==> src/rtl/pid_config.svh <==
`ifndef PID_CONFIG_SVH
`define PID_CONFIG_SVH

////////////////////////////////////////////////////////////
// data path widths
////////////////////////////////////////////////////////////

`define PID_W_SAMPLE	18	// adc sample and setpoint width
`define PID_W_COEF	16	// kp / ki width, signed
`define PID_W_ACC	48	// computation and accumulator width
`define PID_W_DAC	16	// dac code width, unsigned

////////////////////////////////////////////////////////////
// scaling and limits
////////////////////////////////////////////////////////////

// arithmetic right shift applied to p + i before the offset
`define PID_OUT_SHIFT	8

// integrator magnitude limit, 2^40 - 1
// keeps the accumulator well inside 48 bits so the add
// of one increment can never wrap
`define PID_INTEG_LIMIT	(48'sh00FF_FFFF_FFFF)

`endif
==> src/rtl/pid_pkg.sv <==
`include "pid_config.svh"

////////////////////////////////////////////////////////////
// shared data types of the pid channel
////////////////////////////////////////////////////////////

package pid_pkg;

	// error sensor sample, also used for the setpoint
	typedef logic signed [`PID_W_SAMPLE-1:0] sample_t;

	// loop gain, kp and ki
	typedef logic signed [`PID_W_COEF-1:0] coef_t;

	// full width term
	// p term, i accumulator, and their sum all live here
	typedef logic signed [`PID_W_ACC-1:0] acc_t;

	// code sent to the dac, straight binary
	typedef logic [`PID_W_DAC-1:0] dac_code_t;

endpackage

==> src/rtl/pid_channel.sv <==
`include "pid_config.svh"

////////////////////////////////////////////////////////////
// one pid channel, p and i only
// sample -> {prop_term, integ_term} -> output_preprocessor
////////////////////////////////////////////////////////////

module pid_channel
	import pid_pkg::*;
(
	input  logic		clk50,		// 50MHz system clock
	input  logic		arst_n,		// async reset, active low

	// error sensor samples
	input  logic		sample_valid,
	output logic		sample_ready,
	input  sample_t		sample,

	// loop config, held while samples are in flight
	input  sample_t		setpoint,
	input  coef_t		kp,
	input  coef_t		ki,
	input  logic		integ_clear,	// one cycle pulse, channel empty

	// output shaping
	input  dac_code_t	out_offset,
	input  dac_code_t	out_min,
	input  dac_code_t	out_max,

	// dac codes
	output logic		dac_valid,
	input  logic		dac_ready,
	output dac_code_t	dac_code
);

logic	p_valid;	// p term held
acc_t	p_term;
logic	i_valid;	// i term held, always equal to p_valid
acc_t	i_term;
logic	term_ready;	// drains both term units together

////////////////////////////////////////////////////////////
// term units, side by side on each sample
////////////////////////////////////////////////////////////

prop_term u_prop (
	.clk50		(clk50),
	.arst_n		(arst_n),
	.in_valid	(sample_valid),
	.in_ready	(sample_ready),	// stands for both units
	.sample		(sample),
	.setpoint	(setpoint),
	.kp		(kp),
	.out_valid	(p_valid),
	.out_ready	(term_ready),
	.term		(p_term)
);

integ_term u_integ (
	.clk50		(clk50),
	.arst_n		(arst_n),
	.in_valid	(sample_valid),
	.in_ready	(),		// same as the p unit's ready
	.sample		(sample),
	.setpoint	(setpoint),
	.ki		(ki),
	.integ_clear	(integ_clear),
	.out_valid	(i_valid),
	.out_ready	(term_ready),
	.term		(i_term)
);

////////////////////////////////////////////////////////////
// output stage
////////////////////////////////////////////////////////////

output_preprocessor u_opp (
	.clk50		(clk50),
	.arst_n		(arst_n),
	.p_valid	(p_valid),
	.p_term		(p_term),
	.i_valid	(i_valid),
	.i_term		(i_term),
	.term_ready	(term_ready),
	.out_offset	(out_offset),
	.out_min	(out_min),
	.out_max	(out_max),
	.dac_valid	(dac_valid),
	.dac_ready	(dac_ready),
	.dac_code	(dac_code)
);

endmodule

==> src/rtl/output_preprocessor.sv <==
`include "pid_config.svh"

////////////////////////////////////////////////////////////
// output preprocessor
// joins p and i, then (p + i) >>> shift + offset, clamped
// to [out_min, out_max] and registered as the dac code
////////////////////////////////////////////////////////////

module output_preprocessor
	import pid_pkg::*;
(
	input  logic		clk50,		// 50MHz system clock
	input  logic		arst_n,		// async reset, active low

	// term inputs, drained together
	input  logic		p_valid,
	input  acc_t		p_term,
	input  logic		i_valid,
	input  acc_t		i_term,
	output logic		term_ready,

	// output shaping
	input  dac_code_t	out_offset,	// code at zero error ("init")
	input  dac_code_t	out_min,	// lower clamp
	input  dac_code_t	out_max,	// upper clamp

	// dac code out
	output logic		dac_valid,
	input  logic		dac_ready,
	output dac_code_t	dac_code
);

////////////////////////////////////////////////////////////
// join
////////////////////////////////////////////////////////////

logic	room;		// output register free or freeing
logic	take;		// pair consumed this edge

assign room = !dac_valid || dac_ready;
assign take = p_valid && i_valid && room;
assign term_ready = take;	// both units pop on the same edge

////////////////////////////////////////////////////////////
// sum, scale, offset
////////////////////////////////////////////////////////////

acc_t		sum;		// p + i, no wrap at these magnitudes
acc_t		scaled;		// sum after the right shift
acc_t		shifted;	// scaled plus offset
acc_t		lim_lo;		// out_min in the signed domain
acc_t		lim_hi;		// out_max in the signed domain
dac_code_t	clamped;

assign sum = p_term + i_term;
assign scaled = sum >>> `PID_OUT_SHIFT;	// keeps the sign

// offset and limits are straight binary codes, zero extended
assign shifted = scaled + $signed({1'b0, out_offset});
assign lim_lo = $signed({1'b0, out_min});
assign lim_hi = $signed({1'b0, out_max});

always_comb begin
	if (shifted > lim_hi) begin
		clamped = out_max;
	end else if (shifted < lim_lo) begin
		clamped = out_min;
	end else begin
		clamped = shifted[`PID_W_DAC-1:0];	// inside range, fits 16 bits
	end
end

////////////////////////////////////////////////////////////
// output register
////////////////////////////////////////////////////////////

always_ff @(posedge clk50 or negedge arst_n) begin
	if (!arst_n) begin
		dac_valid <= 1'b0;
	end else if (room) begin
		dac_valid <= p_valid && i_valid;	// load a pair or go empty
	end
end

// code holds while dac_ready is low
always_ff @(posedge clk50) begin
	if (take) begin
		dac_code <= clamped;
	end
end

endmodule

==> src/rtl/integ_term.sv <==
`include "pid_config.svh"

////////////////////////////////////////////////////////////
// integral term unit
// acc += ki * (setpoint - sample), saturated at +/- limit
////////////////////////////////////////////////////////////

module integ_term
	import pid_pkg::*;
(
	input  logic		clk50,		// 50MHz system clock
	input  logic		arst_n,		// async reset, active low

	// sample in
	input  logic		in_valid,
	output logic		in_ready,
	input  sample_t		sample,
	input  sample_t		setpoint,
	input  coef_t		ki,		// integral gain
	input  logic		integ_clear,	// zero the accumulator

	// term out
	output logic		out_valid,
	input  logic		out_ready,
	output acc_t		term
);

////////////////////////////////////////////////////////////
// increment and saturating add
////////////////////////////////////////////////////////////

logic signed [`PID_W_SAMPLE:0]	err;		// setpoint - sample
acc_t				incr;		// ki * err
acc_t				acc;		// accumulator, doubles as the output register
acc_t				acc_base;	// starting point of this add
acc_t				acc_sum;	// raw sum before the limit
acc_t				acc_sat;	// sum after the limit
logic				accept;

assign err = setpoint - sample;
assign incr = err * ki;		// |incr| < 2^34

// a clear in the same cycle as a sample restarts from zero
// and the sample's increment is the first one added
assign acc_base = integ_clear ? '0 : acc;
assign acc_sum = acc_base + incr;	// cannot wrap, |acc| <= 2^40

always_comb begin
	if (acc_sum > acc_t'(`PID_INTEG_LIMIT)) begin
		acc_sat = acc_t'(`PID_INTEG_LIMIT);	// positive rail
	end else if (acc_sum < -acc_t'(`PID_INTEG_LIMIT)) begin
		acc_sat = -acc_t'(`PID_INTEG_LIMIT);	// negative rail
	end else begin
		acc_sat = acc_sum;
	end
end

////////////////////////////////////////////////////////////
// handshake and state
////////////////////////////////////////////////////////////

assign in_ready = !out_valid || out_ready;	// same rule as the p unit, keeps them in step
assign accept = in_valid && in_ready;

always_ff @(posedge clk50 or negedge arst_n) begin
	if (!arst_n) begin
		out_valid <= 1'b0;
	end else if (in_ready) begin
		out_valid <= in_valid;
	end
end

// accumulator is loop state, so it starts from zero
always_ff @(posedge clk50 or negedge arst_n) begin
	if (!arst_n) begin
		acc <= '0;
	end else if (accept) begin
		acc <= acc_sat;		// new value is also the term handed on
	end else if (integ_clear) begin
		acc <= '0;
	end
end

assign term = acc;	// term always shows the latest accumulator

endmodule

==> src/rtl/prop_term.sv <==
`include "pid_config.svh"

////////////////////////////////////////////////////////////
// proportional term unit
// term = kp * (setpoint - sample), one register stage
////////////////////////////////////////////////////////////

module prop_term
	import pid_pkg::*;
(
	input  logic		clk50,		// 50MHz system clock
	input  logic		arst_n,		// async reset, active low

	// sample in
	input  logic		in_valid,
	output logic		in_ready,
	input  sample_t		sample,
	input  sample_t		setpoint,
	input  coef_t		kp,		// proportional gain

	// term out
	output logic		out_valid,
	input  logic		out_ready,
	output acc_t		term
);

////////////////////////////////////////////////////////////
// error and product
////////////////////////////////////////////////////////////

logic signed [`PID_W_SAMPLE:0]	err;	// one extra bit, difference of two samples
acc_t				product;	// kp * err at full width
logic				accept;		// sample taken this edge

assign err = setpoint - sample;	// sign extended in 19 bit context
assign product = err * kp;	// both signed, evaluated at 48 bits

////////////////////////////////////////////////////////////
// one-deep output register
////////////////////////////////////////////////////////////

// room when empty or when the held term leaves this cycle
assign in_ready = !out_valid || out_ready;
assign accept = in_valid && in_ready;

always_ff @(posedge clk50 or negedge arst_n) begin
	if (!arst_n) begin
		out_valid <= 1'b0;
	end else if (in_ready) begin
		out_valid <= in_valid;	// refill or go empty
	end
end

// payload only moves with an accepted sample
always_ff @(posedge clk50) begin
	if (accept) begin
		term <= product;
	end
end

endmodule

==> config.mk <==
export PLATFORM = sky130hd
export DESIGN_NAME = pid_channel
export DESIGN_NICKNAME = d
export VERILOG_FILES = /design/src/rtl/pid_pkg.sv /design/src/rtl/pid_channel.sv /design/src/rtl/output_preprocessor.sv /design/src/rtl/integ_term.sv /design/src/rtl/prop_term.sv
export VERILOG_INCLUDE_DIRS = /design/src /design/src/rtl
export SDC_FILE = /design/constraint.sdc
export NUM_CORES = 2
export LEC_CHECK = 0
export BUFFER_PORTS_ARGS = -buffer_cell sky130_fd_sc_hd__buf_2
export CAP_MARGIN = 20
export CORE_AREA = 2 2 243 245
export CTS_CLUSTER_DIAMETER = 120
export DETAILED_ROUTE_END_ITERATION = 10
export DIE_AREA = 0 0 245 247
export GPL_ROUTABILITY_DRIVEN = 1
export PLACE_DENSITY = 0.77
export SYNTH_ARGS = -nofsm -noshare
export SYNTH_HDL_FRONTEND = slang
export SYNTH_SLANG_ARGS = --single-unit
==> constraint.sdc <==
create_clock -name clk50 -period 9.9 [get_ports clk50]
set_input_delay 2.475 -clock clk50 [delete_from_list [all_inputs] [get_ports clk50]]
set_output_delay 2.475 -clock clk50 [all_outputs]
set_load 0.1 [all_outputs]
==> results.sh <==
export IMPL_arrival_ns=13.95
export IMPL_synth_edf_count=51
export IMPL_synth_seq_cells=102
export IMPL_path_max_fanout=8
export IMPL_yosys_cell_types_count=89
export IMPL_finalWirelength_mm=94.5
export IMPL_synth_async_sr_flop_share_pct=50.0
export IMPL_grt_max_degree=52
export IMPL_start_util_pct=58.9
export IMPL_io_pin_count=139
export IMPL_root_buffer="clkbuf_16"
export IMPL_grt_pass1_vias=30875
export IMPL_dr_pass1_iters=6
export IMPL_skew_ns=0.0189
export IMPL_syn_area_um2=34300
export IMPL_setup_viol=65
export IMPL_die_area_um2=60500
export IMPL_failed_checks="negative setup slack"
export IMPL_fp_dieW_um=245
export IMPL_cpLargestDelayFamily="compound AO/OA/AOI/OAI gates"
export IMPL_io_buffer_count=138
export IMPL_syn_nets=5037
export IMPL_num_rows=89
export IMPL_worst_pin_slew_ns=0.753
export IMPL_period_minus_slack_ns=13.69
export IMPL_grt_remaining_overflow=0
export IMPL_post_route_period_util_pct=138
export IMPL_grt_antenna_before_repair=6
export IMPL_slowest_stage="fa_1"
export IMPL_slew_viol_final=0
export IMPL_fmaxAchievable_mhz=73.0
export IMPL_slew_headroom_pct=49.6
export IMPL_hold_slack_ns=0.512
export IMPL_yosysTopAreaCell="fa_1"
export IMPL_nets=5617
export IMPL_yosys_top_cells_count="773 x inv_1, 604 x fa_1, 430 x nand2_1, 336 x ha_1, 249 x and2_1"
export IMPL_drtAntennaViolNets=0
export IMPL_worstSetupPathType="in -> reg"
export IMPL_clk_latency_ns=0.38
export IMPL_drc_errors=0
export IMPL_viasPerCell=5.56
export IMPL_synth_most_common_cell="inv_1"
export IMPL_cts_tree="built"
export IMPL_ys_flop_type="edfxtp_1"
export IMPL_grt_first_pass_wirelength_mm=154
export IMPL_rsz0062_at_grt="true"
export IMPL_finalHoldViolations=0
export IMPL_die_h_um=247
export IMPL_clk_pin_slew_ns=0.08
export IMPL_path_buf_inv=16
export IMPL_timing_final_ws_setup_ns=-3.79
export IMPL_synth_yosys_seq_area_share_pct=8.18
export IMPL_status="complete, but fails checks"
export IMPL_cp_end_kind="flop"
export IMPL_dp_hpwl_mm=76.8
export IMPL_syn2layout_area_growth_pct=21.7
export IMPL_num_vias=29704
export IMPL_regArea_um2=2810
export IMPL_cts_buffers=9
export IMPL_cts_path_max_buffers=2
export IMPL_avgSynthCellArea_um2=8.63
export IMPL_max_cap_viol_count=0
export IMPL_synth_area_top_cells="fa_1 35%, ha_1 12%, inv_1 8.5%, nand2_1 4.7%, and2_1 4.5%"
export IMPL_cts_hold_fix_buffers=0
export IMPL_coreArea_um2=58200
export IMPL_yosys_warnings=0
export IMPL_wl_per_cell_um=17.7
export IMPL_slowest_delay_ns=0.54
export IMPL_dpl_worst_slack_ns=-4.44
export IMPL_worstPathRequired_ns=10.16
export IMPL_gp_congestion=0.938
export IMPL_hold_path_class="reg -> reg"
export IMPL_drive_gt1_share_pct=21.3
export IMPL_multi_input_area_um2=29400
export IMPL_track_usage_pct=31.7
export IMPL_fillers=4135
export IMPL_cts_sinks=102
export IMPL_critPathLaunchType="input pin"
export IMPL_drtIter0Drc=1858
export IMPL_cts_max_level=3
export IMPL_synthCells=3976
export IMPL_yosysTopAreaCellShare_pct=35.2
per-layer routing:
metal | global-route usage [%] | vias up | wire length (um)
li1 | - | 13683 | -
met1 | 40.3 | 14596 | 37800
met2 | 54.5 | 1163 | 45800
met3 | 5.04 | 260 | 6760
met4 | 12.0 | 2 | 4080
met5 | 0 | - | 13
cells by family after synthesis:
kind of cell	after synthesis	share of synthesized area, %
AOI/OAI and AO/OA	529	9.99
xor gates and xnor gates	174	4.46
adders and majority gates	941	47.5
buffers and inverters	918	10.1
DFF	102	8.18
muxes	38	1.14
and+or+nand+nor	1274	18.6
repair_timing:
action	4_1_cts	5_1_grt
hold endpoints to repair	0	0
gates cloned	2	0
pin swaps	95	73
gates resized for setup	119	95
buffers inserted	71	19
setup endpoints to repair	68	70
flip-flops by register name, summed over array words and instances, names as in the netlist:
signal / count
u_integ.term: 48
u_prop.term: 35
u_opp.dac_code: 16
u_integ.out_valid: 1
u_opp.dac_valid: 1
u_prop.out_valid: 1
worst reg2reg max path: cells and delay by family (launching register included):
family	cells	cell delay (ns)
xor gates and xnor gates	2	0.29
DFF	1	0.42
adders and majority gates	2	0.69
AOI/OAI and AO/OA	8	2.00
muxes	2	0.62
and+or+nand+nor	11	2.43
placed cells by master (no fill, tap or decap), drive strengths merged, types with 53 or more instances in the layout:
master and instances:
inv 776, buf 714, fa 604, nand2 430
ha 336, and2 249, nor2 210, a21oi 172
xnor2 131, nor2b 95, o21ai 95, a21o 63
nand2b 55, nand3 53
worst paths after layout:
kind                                  from                 to  slack [ns]  cells after the start
min reg2reg                u_opp.dac_valid    u_opp.dac_valid        0.51                      2
min                        u_opp.dac_valid    u_opp.dac_valid        0.51                      2
max reg2reg                u_integ.term[7]  u_opp.dac_code[0]        3.20                     25
max                            setpoint[0]   u_integ.term[24]       -3.79                     63
max in group asynchronous           arst_n   u_integ.term[21]        7.21                      2
min in group asynchronous           arst_n    u_integ.term[4]        2.21                      2
cell type report:
class	instances	area share (%)
tap	773	2.32
timing repair buffer	714	12.9
antenna	5	0.0300
clock inverter	6	0.141
clock buffer	10	0.599
multi-input combinational	2956	70.3
sequential	102	6.72
inverter	773	6.98
metrics by stage:
step	instances	cell area [um2]	util [%]	setup TNS [ns]
after floorplan	3976	34700	-	-168.48
after global placement	5236	39700	68.1	-225.67
after detailed placement	5236	39700	68.1	-238.48
after CTS	5316	41200	70.7	-181.36
after global routing	5339	41800	71.7	-223.62
final	5339	41800	71.7	-192.27
Power is not shown: default switching activity piles up to over one toggle a cycle in this logic, so the estimate is an artifact.
